==> src/rtl/pc_hard_pkg.sv <==
/*
 * Shared types and constants for the hardened PC front end:
 * address and instruction vectors, PC source encoding,
 * and the sequential PC increments
 */

package pc_hard_pkg;

  // Fetch PC and branch/jump/mret target
  typedef logic [31:0] addr_t;

  // Raw instruction word as returned by memory
  typedef logic [31:0] instr_t;

  // Source selected by the controller on a PC set
  // PC_BOOT never comes from the controller
  // The checker uses it as the idle value after reset
  typedef enum logic [1:0] {
    PC_JUMP   = 2'd0,
    PC_BRANCH = 2'd1,
    PC_MRET   = 2'd2,
    PC_BOOT   = 2'd3
  } pc_src_e;

  // Step for a compressed (16-bit) instruction
  localparam addr_t CMPR_INCR = 32'd2;

  // Step for a full-size (32-bit) instruction
  localparam addr_t FULL_INCR = 32'd4;

endpackage

==> src/rtl/pc_if.sv <==
/*
 * PC update events from the PC generator to the redundant checker
 */

interface pc_if
  import pc_hard_pkg::*;
  ();

  addr_t   pc_if;      // Current fetch PC
  logic    adv;        // Sequential advance this cycle
  logic    incr_cmpr;  // Accepted word is compressed
  logic    set;        // Target load this cycle
  pc_src_e src;        // Source used for the load
  addr_t   tgt;        // Target used for the load
  logic    taken;      // Effective branch decision

  // Generator side
  modport gen (
    output pc_if, adv, incr_cmpr, set, src, tgt, taken
  );

  // Checker side, read only
  modport chk (
    input pc_if, adv, incr_cmpr, set, src, tgt, taken
  );

endinterface

==> src/rtl/pc_gen.sv <==
/*
 * Fetch PC generator
 * PC register, next-PC selection between sequential step and target,
 * and the ready side of the instruction fetch handshake
 */

module pc_gen
  import pc_hard_pkg::*;
  #(
    parameter addr_t BOOT_ADDR = 32'h0000_0080
  ) (
    input  logic    clk_i,
    input  logic    rst_n_i,
    input  logic    instr_valid_i,
    input  instr_t  instr_rdata_i,
    input  logic    id_free_i,
    input  logic    pc_set_i,
    input  pc_src_e pc_src_i,
    input  addr_t   target_i,
    input  logic    branch_cmp_i,
    output logic    instr_ready_o,
    output addr_t   pc_o,
    output logic    fetch_o,
    pc_if.gen       pc_bus_o
  );

  addr_t pc_q;
  addr_t pc_d;
  addr_t incr;
  logic  fetch_en_q;
  logic  is_cmpr;
  logic  taken;

  // Fetch is held off for the first cycle out of reset
  always_ff @(posedge clk_i or negedge rst_n_i) begin
    if (!rst_n_i) begin
      fetch_en_q <= 1'b0;
    end else begin
      fetch_en_q <= 1'b1;
    end
  end

  // Ready only when IF/ID can take a word and no set is pending
  assign instr_ready_o = fetch_en_q & id_free_i & ~pc_set_i;
  assign fetch_o       = instr_valid_i & instr_ready_o;

  // Low bits 2'b11 mark a full-size word
  assign is_cmpr = (instr_rdata_i[1:0] != 2'b11);
  assign incr    = is_cmpr ? CMPR_INCR : FULL_INCR;

  // Only branches depend on the compare result
  assign taken = (pc_src_i == PC_BRANCH) ? branch_cmp_i : 1'b1;

  // Next PC, a set wins over a fetch
  always_comb begin
    pc_d = pc_q;
    if (pc_set_i) begin
      if (taken) begin
        pc_d = target_i;
      end
    end else if (fetch_o) begin
      pc_d = pc_q + incr;
    end
  end

  always_ff @(posedge clk_i or negedge rst_n_i) begin
    if (!rst_n_i) begin
      pc_q <= BOOT_ADDR;
    end else begin
      pc_q <= pc_d;
    end
  end

  assign pc_o = pc_q;

  // Event report toward the checker
  assign pc_bus_o.pc_if     = pc_q;
  assign pc_bus_o.adv       = fetch_o;
  assign pc_bus_o.incr_cmpr = is_cmpr;
  assign pc_bus_o.set       = pc_set_i;
  assign pc_bus_o.src       = pc_src_i;
  assign pc_bus_o.tgt       = target_i;
  assign pc_bus_o.taken     = taken;

  // Boot address, targets and steps keep the PC halfword aligned
  a_pc_aligned : assert property (
    @(posedge clk_i) disable iff (!rst_n_i)
    pc_q[0] == 1'b0
  );

endmodule

==> src/rtl/if_id_stage.sv <==
/*
 * IF/ID pipeline register
 * One entry holding PC and instruction for decode,
 * compressed flag decode and valid/ready toward decode
 */

module if_id_stage
  import pc_hard_pkg::*;
  (
    input  logic   clk_i,
    input  logic   rst_n_i,
    input  logic   fetch_i,
    input  logic   flush_i,
    input  addr_t  pc_i,
    input  instr_t instr_i,
    input  logic   id_ready_i,
    output logic   free_o,
    output logic   id_valid_o,
    output addr_t  id_pc_o,
    output instr_t id_instr_o,
    output logic   id_compressed_o
  );

  logic   valid_q;
  addr_t  pc_q;
  instr_t instr_q;

  // Empty, or drained by decode in this same cycle
  assign free_o = ~valid_q | id_ready_i;

  // Flush drops the entry, fetch refills it, decode drains it
  always_ff @(posedge clk_i or negedge rst_n_i) begin
    if (!rst_n_i) begin
      valid_q <= 1'b0;
    end else if (flush_i) begin
      valid_q <= 1'b0;
    end else if (fetch_i) begin
      valid_q <= 1'b1;
    end else if (id_ready_i) begin
      valid_q <= 1'b0;
    end
  end

  // Payload only moves on a fetch transfer
  always_ff @(posedge clk_i) begin
    if (fetch_i) begin
      pc_q    <= pc_i;
      instr_q <= instr_i;
    end
  end

  assign id_valid_o      = valid_q;
  assign id_pc_o         = pc_q;
  assign id_instr_o      = instr_q;
  assign id_compressed_o = (instr_q[1:0] != 2'b11);

  // Fetch must stall while decode back-pressures a held entry
  a_hold_stable : assert property (
    @(posedge clk_i) disable iff (!rst_n_i)
    valid_q && !id_ready_i && !flush_i |=> valid_q && $stable(pc_q) && $stable(instr_q)
  );

endmodule

==> src/rtl/pc_check.sv <==
/*
 * Redundant PC checker
 * Shadow PC recomputation, sequential step check against IF/ID,
 * hold check of target and decision after a set,
 * PC hardening setting and sticky major alert
 */

module pc_check
  import pc_hard_pkg::*;
  #(
    parameter addr_t BOOT_ADDR = 32'h0000_0080
  ) (
    input  logic    clk_i,
    input  logic    rst_n_i,
    input  logic    cfg_we_i,
    input  logic    cfg_pc_hardening_i,
    input  addr_t   id_pc_i,
    input  pc_src_e pc_src_i,
    input  addr_t   target_i,
    input  logic    branch_cmp_i,
    output logic    alert_major_o,
    pc_if.chk       pc_bus_i
  );

  logic    hardening_q;
  logic    alert_q;
  addr_t   shadow_q;
  logic    evt_q;
  logic    adv_q;
  logic    cmpr_q;
  logic    set_q;
  pc_src_e src_q;
  addr_t   tgt_q;
  logic    taken_q;
  logic    own_taken;
  addr_t   step;
  logic    pc_fault;
  logic    seq_fault;
  logic    hold_fault;

  // Decision recomputed from the controller inputs
  assign own_taken = (pc_src_i != PC_BRANCH) | branch_cmp_i;
  assign step      = pc_bus_i.incr_cmpr ? CMPR_INCR : FULL_INCR;

  // Setting defaults to on out of reset
  always_ff @(posedge clk_i or negedge rst_n_i) begin
    if (!rst_n_i) begin
      hardening_q <= 1'b1;
    end else if (cfg_we_i) begin
      hardening_q <= cfg_pc_hardening_i;
    end
  end

  // Shadow PC follows the reported events with its own arithmetic
  always_ff @(posedge clk_i or negedge rst_n_i) begin
    if (!rst_n_i) begin
      shadow_q <= BOOT_ADDR;
      evt_q    <= 1'b0;
      adv_q    <= 1'b0;
      cmpr_q   <= 1'b0;
    end else begin
      if (pc_bus_i.set) begin
        if (own_taken) begin
          shadow_q <= target_i;
        end
      end else if (pc_bus_i.adv) begin
        shadow_q <= shadow_q + step;
      end
      evt_q  <= pc_bus_i.set | pc_bus_i.adv;
      adv_q  <= pc_bus_i.adv & ~pc_bus_i.set;
      cmpr_q <= pc_bus_i.incr_cmpr;
    end
  end

  // Values the generator used at the set, checked in the hardened cycle
  always_ff @(posedge clk_i or negedge rst_n_i) begin
    if (!rst_n_i) begin
      set_q   <= 1'b0;
      src_q   <= PC_BOOT;
      tgt_q   <= BOOT_ADDR;
      taken_q <= 1'b0;
    end else begin
      set_q <= pc_bus_i.set;
      if (pc_bus_i.set) begin
        src_q   <= pc_bus_i.src;
        tgt_q   <= pc_bus_i.tgt;
        taken_q <= pc_bus_i.taken;
      end
    end
  end

  // PC against the shadow after any event
  assign pc_fault = evt_q && (pc_bus_i.pc_if != shadow_q);

  // After an advance the fetched word sits in IF/ID
  assign seq_fault = adv_q &&
                     (pc_bus_i.pc_if != id_pc_i + (cmpr_q ? CMPR_INCR : FULL_INCR));

  // Source, target or decision moved during the hold cycle
  assign hold_fault = set_q &&
                      ((pc_src_i != src_q) || (target_i != tgt_q) || (own_taken != taken_q));

  always_ff @(posedge clk_i or negedge rst_n_i) begin
    if (!rst_n_i) begin
      alert_q <= 1'b0;
    end else if (hardening_q && (pc_fault || seq_fault || hold_fault)) begin
      alert_q <= 1'b1;
    end
  end

  assign alert_major_o = alert_q;

  // Generator reports an advance or a set in a cycle, never both
  a_adv_set_excl : assert property (
    @(posedge clk_i) disable iff (!rst_n_i)
    !(pc_bus_i.adv && pc_bus_i.set)
  );

endmodule

==> src/rtl/pc_hard_top.sv <==
/*
 * Hardened PC front end top level
 * PC generator, IF/ID register and redundant checker
 */

module pc_hard_top
  import pc_hard_pkg::*;
  #(
    parameter addr_t BOOT_ADDR = 32'h0000_0080
  ) (
    input  logic    clk_i,
    input  logic    rst_n_i,
    // Fetch
    input  logic    instr_valid_i,
    input  instr_t  instr_rdata_i,
    output logic    instr_ready_o,
    output addr_t   instr_addr_o,
    // Decode
    output logic    id_valid_o,
    output addr_t   id_pc_o,
    output instr_t  id_instr_o,
    output logic    id_compressed_o,
    input  logic    id_ready_i,
    // Controller
    input  logic    pc_set_i,
    input  pc_src_e pc_src_i,
    input  addr_t   target_i,
    input  logic    branch_cmp_i,
    // Configuration and alert
    input  logic    cfg_we_i,
    input  logic    cfg_pc_hardening_i,
    output logic    alert_major_o
  );

  logic id_free;
  logic fetch;

  pc_if pc_bus ();

  pc_gen #(
    .BOOT_ADDR (BOOT_ADDR)
  ) pc_gen_i (
    .clk_i         (clk_i),
    .rst_n_i       (rst_n_i),
    .instr_valid_i (instr_valid_i),
    .instr_rdata_i (instr_rdata_i),
    .id_free_i     (id_free),
    .pc_set_i      (pc_set_i),
    .pc_src_i      (pc_src_i),
    .target_i      (target_i),
    .branch_cmp_i  (branch_cmp_i),
    .instr_ready_o (instr_ready_o),
    .pc_o          (instr_addr_o),
    .fetch_o       (fetch),
    .pc_bus_o      (pc_bus.gen)
  );

  // A set flushes whatever waits for decode
  if_id_stage if_id_stage_i (
    .clk_i           (clk_i),
    .rst_n_i         (rst_n_i),
    .fetch_i         (fetch),
    .flush_i         (pc_set_i),
    .pc_i            (instr_addr_o),
    .instr_i         (instr_rdata_i),
    .id_ready_i      (id_ready_i),
    .free_o          (id_free),
    .id_valid_o      (id_valid_o),
    .id_pc_o         (id_pc_o),
    .id_instr_o      (id_instr_o),
    .id_compressed_o (id_compressed_o)
  );

  pc_check #(
    .BOOT_ADDR (BOOT_ADDR)
  ) pc_check_i (
    .clk_i              (clk_i),
    .rst_n_i            (rst_n_i),
    .cfg_we_i           (cfg_we_i),
    .cfg_pc_hardening_i (cfg_pc_hardening_i),
    .id_pc_i            (id_pc_o),
    .pc_src_i           (pc_src_i),
    .target_i           (target_i),
    .branch_cmp_i       (branch_cmp_i),
    .alert_major_o      (alert_major_o),
    .pc_bus_i           (pc_bus.chk)
  );

endmodule

==> config.mk <==
export PLATFORM = sky130hd
export DESIGN_NAME = pc_hard_top
export DESIGN_NICKNAME = d
export VERILOG_FILES = /design/src/rtl/pc_hard_pkg.sv /design/src/rtl/pc_if.sv /design/src/rtl/pc_gen.sv /design/src/rtl/if_id_stage.sv /design/src/rtl/pc_check.sv /design/src/rtl/pc_hard_top.sv
export SDC_FILE = /design/constraint.sdc
export NUM_CORES = 1
export LEC_CHECK = 0
export BUFFER_PORTS_ARGS = -buffer_cell sky130_fd_sc_hd__buf_2
export CAP_MARGIN = 20
export CORE_ASPECT_RATIO = 1.4
export CORE_UTILIZATION = 51
export CTS_CLUSTER_SIZE = 40
export DETAILED_ROUTE_END_ITERATION = 8
export GPL_TIMING_DRIVEN = 0
export PLACE_DENSITY = 0.84
export SLEW_MARGIN = 10
export SYNTH_ARGS = -nofsm -noshare
export SYNTH_HDL_FRONTEND = slang
export SYNTH_SLANG_ARGS = --single-unit
==> constraint.sdc <==
create_clock -name clk_i -period 6.1 [get_ports clk_i]
set_clock_uncertainty 0.05 [all_clocks]
set_input_delay 0.305 -clock clk_i [delete_from_list [all_inputs] [get_ports clk_i]]
set_output_delay 0.305 -clock clk_i [all_outputs]
set_load 0.02 [all_outputs]
# After elaboration in Yosys (flattened, before gate mapping)

Index checks and enable logic that the tools add are counted.

Add/subtract/negate cells: 3
Eq/ne operators: 11
Multiplexer cells: 12
Bitwise operators: 9
Reduce and logical (&&, ||, !) cells: 12

Operator list:

| operator                                               | number |
|---|---|
| two-way mux 32 bit                                     | 6 |
| adder 32 bit                                           | 3 |
| inequality test 32 bit                                 | 3 |
| two-way mux 3 bit                                      | 2 |
| inequality test 2 x 1 -> 1 bit (second input constant) | 3 |
| AND 1 bit                                              | 4 |
| logical AND 1 bit                                      | 4 |
| logical OR 1 bit                                       | 4 |
| two-way mux 1 bit                                      | 4 |
| inequality test 2 bit (second input constant)          | 2 |
| AND reduction 2 bit                                    | 2 |
| OR 1 bit                                               | 3 |
| nonzero test 3 bit                                     | 1 |
| == test 2 x 1 -> 1 bit (second input constant)         | 1 |
| inequality test 2 bit                                  | 1 |
| NOT 1 bit                                              | 2 |
| nonzero test 2 bit                                     | 1 |
| inequality test 1 bit                                  | 1 |

Register bits: 171
Input bits: 74
Output and inout port bits: 100
Word-level logic and storage cells: 62

# Logic depth before layout (Yosys ltp)

Depth in word-level cells: 7
Depth in mapped cells: 12

# Hierarchy

Synthesis repeated with hierarchy kept, for this count alone.

Cell total of the unflattened synthesis: 1003
Area total of the unflattened synthesis: 10149.7 um2

By module, submodules not included:

| module      | instances | cells each | area each (um2) |
|---|---|---|---|
| pc_check    | 1         | 602        | 5476.5 |
| pc_gen      | 1         | 332        | 2696.3 |
| if_id_stage | 1         | 69         | 1976.9 |

# Worst setup path after synthesis

OpenSTA, ideal clock, no wires.

Kind: register to register
From: register if_id_stage_i.valid_q (netlist: if_id_stage_i.id_valid_o)
To: register pc_gen_i.pc_q[9] (netlist: pc_gen_i.pc_bus_o.pc_if[9])
Arrival time: 4.010 ns
Path slack: 1.920 ns
Cell stages (with the launch flop): 9
Path buffers: 1
Cell sequence: dfrtp_1 nor2b_1 nor3b_1 nand2_1 clkinv_1 clkbuf_1 nand3_1 a21oi_1 nor2_1

Cells in the longest elaborated chain, start to end: 7

RTL lines:

| item                          | RTL line          | RTL |
|---|---|---|
| start, declared               | if_id_stage.sv:24 | `logic valid_q;` |
| start signal, assigned        | if_id_stage.sv:34 | `valid_q <= 1'b0;` |
| start signal, assigned        | if_id_stage.sv:36 | `valid_q <= 1'b0;` |
| start signal, assigned        | if_id_stage.sv:38 | `valid_q <= 1'b1;` |
| NOT 1 bit                     | if_id_stage.sv:29 | `assign free_o = ~valid_q \| id_ready_i;` |
| OR 1 bit                      | if_id_stage.sv:29 |  |
| AND 1 bit (2 in series)       | pc_gen.sv:44      | `assign instr_ready_o = fetch_en_q & id_free_i & ~pc_set_i;` |
| via instr_ready_o             | pc_hard_top.sv:16 | `output logic instr_ready_o,` |
| AND 1 bit                     | pc_gen.sv:45      | `assign fetch_o = instr_valid_i & instr_ready_o;` |
| via fetch                     | pc_hard_top.sv:36 | `logic fetch;` |
| nonzero test 2 bit (no line)  | n/a               |  |
| AND reduction 2 bit (no line) | n/a               |  |
| end signal, assigned          | pc_gen.sv:70      | `pc_q <= pc_d;` |
| end, declared                 | pc_gen.sv:27      | `addr_t pc_q;` |

The timed path passes the listed nets, and every way through them passes these cells.
A chain may end at the register's enable or synchronous reset.

# Worst setup path in the final report

From: input port instr_rdata_i[0]
To: register pc_gen_i.pc_q[31] (netlist: pc_gen_i.pc_bus_o.pc_if[31])

Cells in the longest elaborated chain, start to end: 5

RTL lines:

| item                  | RTL line          | RTL |
|---|---|---|
| start, declared       | pc_hard_top.sv:15 | `input instr_t instr_rdata_i,` |
| inequality test 2 bit | pc_gen.sv:48      | `assign is_cmpr = (instr_rdata_i[1:0] != 2'b11);` |
| via pc_bus.incr_cmpr  | pc_if.sv:11       | `logic incr_cmpr;` |
| two-way mux 3 bit     | pc_gen.sv:49      | `assign incr = is_cmpr ? CMPR_INCR : FULL_INCR;` |
| adder 32 bit          | pc_gen.sv:62      | `pc_d = pc_q + incr;` |
| two-way mux 32 bit    | pc_gen.sv:61      | `end else if (fetch_o) begin` |
| two-way mux 32 bit    | pc_gen.sv:57      | `if (pc_set_i) begin` |

The timed path passes the listed nets, and every way through them passes these cells. The select of a mux whose other input is x is not followed.

==> summary.txt <==
Clock tree
  – Maximum clock insertion buffer count: 2
  – CTS tree: done
  – Clock transition at the register clock pins on the worst setup and hold paths after CTS: ~0.07 ns
  – Clock buffer count from CTS: 17
  – Clock H-tree levels: 4
  – TritonCTS Sinks: 171
  – Worst-skew pair later-pin latency: 0.44 ns
  – Clock Tree Root: clkbuf_16

Synth
  – Ys flop type: dfrtp_1
  – Total of warnings raised by yosys: 0
  – Post-synthesis sequential area ratio: between 40% and 50%
  – Syn Area/Cell: 10.0 um^2
  – Async set-or-reset flop fraction in the synthesized netlist: 62.6%
  – Synth top area cells: dfrtp_1, edfxtp_1, xor2_1
  – Distinct cells, synth: 70
  – Post-synth top area share: 27.1%
  – Synth Cell Area: 0.00932 mm^2
  – Cell type with the highest aggregate area in the netlist: dfrtp_1
  – Synthesized instance count: a little over 900
  – Flip-flop and latch count after synthesis: between 150 and 200
  – Synthesized net count: between 1000 and 1500
  – EDFF count, synth: 64

Route
  – Avg Vias per Cell: 5.90
  – WL met3: 1680 um
  – Detailed-route wire length per cell: 20.1 um
  – Routed length on met1: 10700 um
  – Number of detailed-route iterations in the first pass: 5
  – Highest Signal Layer: met4
  – Final routed DRC violation total: 0
  – Total number of vias: between 8000 and 9000
  – Routed met2 length: 14400 um
  – Number of antenna-violating nets in the routed design: 0
  – Total wire length: 28300 um
  – Number of DRC markers after the initial detailed-route iteration: 893

Pwr
  – Pleak: 0.00479 uW
  – Ratio of total power to cell area: 286 mW/mm^2
  – Net switching power: 1050 uW
  – Worst-case vdd ir drop: about 0.15 mV
  – Relative contribution of combinational cells to total power: between 20% and 30%
  – Switch share: 31.9%
  – Clk network pwr share: 34.0%
  – Register share of total power: 43.8%
  – Internal portion of total power: 2240 uW

Worst setup path
  – Worst reg2reg path depth: 9
  – Series of cell instances along the critical path: dlygate4sd3_1 > buf_2 > nand2_1 > ha_1 > inv_1 > fa_1 > inv_1 > and4_1 > nor3b_1 > nor2b_1 > and3_1 > nand3_1 > mux2i_1 > a21oi_1
  – Critical path fanouts, max: 7
  – Critical path launch point type: primary input
  – Flop-to-flop setup slack: roughly 2.6 ns
  – Required time of the critical path: 6.34 ns
  – CP arrival: 3.94 ns
  – CP top delay family: simple AND/OR/NAND/NOR gates
  – Library cell contributing the largest single delay on the critical path: dlygate4sd3_1
  – Crit-path max cell delay: 0.54 ns
  – Reg-to-reg startpoint: if_id_stage_i.id_pc_o[2]
  – R2R Path End: pc_check_i.alert_major_o
  – Critical Path Sink Type: flip-flop
  – Setup CP Type: in -> reg
  – Most common cell on crit path: inv_1
  – Buffering stage count on the worst path with inverters included: 4

Timing
  – Final hold slack: 0.00583 ns
  – Fin. max-slew vios: 0
  – Final Hold Vio Count: 0
  – Highest Clock Rate: between 0.2 and 0.3 GHz
  – Sum of negative setup slack: 0 ns
  – Relative slew margins: between 40 and 50%
  – Worst Max-Slew Pin Slew: between 0.8 and 0.9 ns
  – Final critical path time including I/O delays and setup: roughly 3.7 ns
  – Period utilisation layout: 60.5%
  – Setup repair after global routing missed its margin: no
  – Count of endpoints failing setup in the final report: 0

Global routing
  – Largest net degree at the start of global routing: 75
  – Vias in the first global route: 8015
  – GRT Resource Usage Total: 31.3%
  – Antenna violations before repair: 0
  – Global-route congestion overflow total: 0
  – First-pass GRT wire length: 43800 um

Layout
  – Ratio of cells with drive above 1 in the final layout: 21.2%
  – Layout Nets: 1238
  – Number of diodes added for antenna fixing: 0
  – Post-synthesis to final-layout area growth: 23.0%
  – Most common cell after layout, fill and taps aside: buf_2
  – Finished Layout Cells: ~1400
  – Most frequent cells in the layout: buf_2, dfrtp_1, nand2_1

Floorplan
  – Total Die Area: 0.0188 mm^2
  – Number of rows created at floorplan: 58
  – Placeable core region: 0.0179 mm^2
  – Die Wd: 116 um
  – Total I/O pin count: 174
  – Vertical extent of the die: approximately 160 um
  – Initial core utilization: 52.0%

Run status
  – Status: finished, final reports clean

Placed design
  – # placed instances: 1345
  – Port Buf Inserts: 173
  – Half-perimeter wire length after detailed placement: 21100 um
  – Routability-driven placement congestion ratio: between 0.9 and 1

Worst hold path
  – Worst hold path startpoint: instr_rdata_i[1]
  – Worst-case hold path end point: if_id_stage_i.id_instr_o[1]
  – Hold Path Stages: 1
  – Path class of the lowest-slack min-delay path: in -> reg

Flow run
  – Reported max-cap violation count: 0
[synth_stat cells, drive strengths merged, types with 5 or more instances]
| master | number |
|---|---|
| nor2b | 6 |
| xor2 | 59 |
| edfxtp | 64 |
| nor3b | 5 |
| a22o | 7 |
| and4 | 7 |
| dfstp | 6 |
| ha | 6 |
| o22ai | 38 |
| nand2 | 74 |
| and2 | 9 |
| nand2b | 5 |
| a21o | 8 |
| nor3 | 10 |
| mux2 | 25 |
| nor2 | 48 |
| clkbuf | 54 |
| nand4 | 30 |
| a21oi | 62 |
| mux2i | 15 |
| dfrtp | 101 |
| a31oi | 10 |
| nand3 | 37 |
| and3 | 21 |
| inv | 27 |
| xnor2 | 44 |
| nor4 | 20 |
| o21ai | 64 |
| buf | 7 |
[worst max-delay path by stage]
| stage | startpoint | endpoint | slack (ns) | cells past startpoint |
|---|---|---|---|---|
| floorplan | if_id_stage_i.id_valid_o | pc_gen_i.pc_bus_o.pc_if[9] | 1.92 | 8 |
| global placement | pc_set_i | pc_gen_i.pc_bus_o.pc_if[9] | 1.01 | 9 |
| detailed placement | instr_rdata_i[0] | pc_gen_i.pc_bus_o.pc_if[31] | 2.59 | 13 |
| CTS | if_id_stage_i.id_pc_o[2] | pc_check_i.alert_major_o | 2.69 | 9 |
| global route | instr_rdata_i[0] | pc_gen_i.pc_bus_o.pc_if[31] | 2.17 | 14 |
| finish | instr_rdata_i[0] | pc_gen_i.pc_bus_o.pc_if[31] | 2.41 | 14 |
[logic make-up (layout without fill, tap and decap cells)]
group / after synthesis / after routing / synth area share [%]
other cells: 1 / 1 / 0.0402
flops: 171 / 171 / 49.4
compound gates: 229 / 229 / 14.9
simple gates: 287 / 287 / 16.3
fa+ha+maj: 9 / 9 / 1.45
xor+xnor: 103 / 103 / 9.68
mux: 40 / 40 / 4.63
buf+inv: 89 / 328 / 3.61
[stage by stage]
stage / cell area (um^2) / total power (uW) / utilization, % / worst slack [ns]
final: 11500 / 3280 / 64.0 / 2.41
after global placement: 10500 / 2140 / 58.5 / 1.01
after floorplan: 9320 / 1890 / - / 1.92
after global routing: 11500 / 3420 / 64.0 / 2.17
after CTS: 11400 / 3280 / 63.9 / 2.69
after detailed placement: 10600 / 2160 / 58.9 / 2.59
[power by group through the flow]
stage / registers (uW) / clock network [uW] / logic, uW
after floorplan: 1490 / 0 / 401
after global placement: 1450 / 0 / 688
after detailed placement: 1460 / 0 / 704
after CTS: 1430 / 1120 / 724
after global routing: 1450 / 1180 / 792
final: 1440 / 1120 / 730
[per-layer routing]
| metal | track usage (%) | vias up |
|---|---|---|
| met5 | 0 | - |
| met1 | 37.3 | 3954 |
| met3 | 5.07 | 100 |
| met4 | 18.4 | 0 |
| li1 | - | 3859 |
| met2 | 52.6 | 394 |
[final cells by class]
| class | count | area (um^2) |
|---|---|---|
| buffer | 61 | 235 |
| fill | 1503 | 6460 |
| sequential | 171 | 4610 |
| timing repair buffer | 207 | 1240 |
| clock buffer | 18 | 429 |
| clock inverter | 14 | 169 |
| inverter | 28 | 105 |
| tap | 240 | 300 |
| multi-input combinational | 669 | 4380 |
[registers in the layout, summed over array words and instances, names as in the netlist, 2 cells and up]
name and count:
if_id_stage_i.id_instr_o 32, pc_gen_i.pc_bus_o.pc_if 32, if_id_stage_i.id_pc_o 32, pc_check_i.shadow_q 32
pc_check_i.src_q 2, pc_check_i.tgt_q 32
[what timing repair did]
item / 4_1_cts / 5_1_grt
hold buffers: 29 / 2
resized for setup: 0 / 0
buffers inserted: 0 / 0
endpoints found under the hold margin: 61 / 2
No activity file was read; power rests on OpenSTA's default activity.
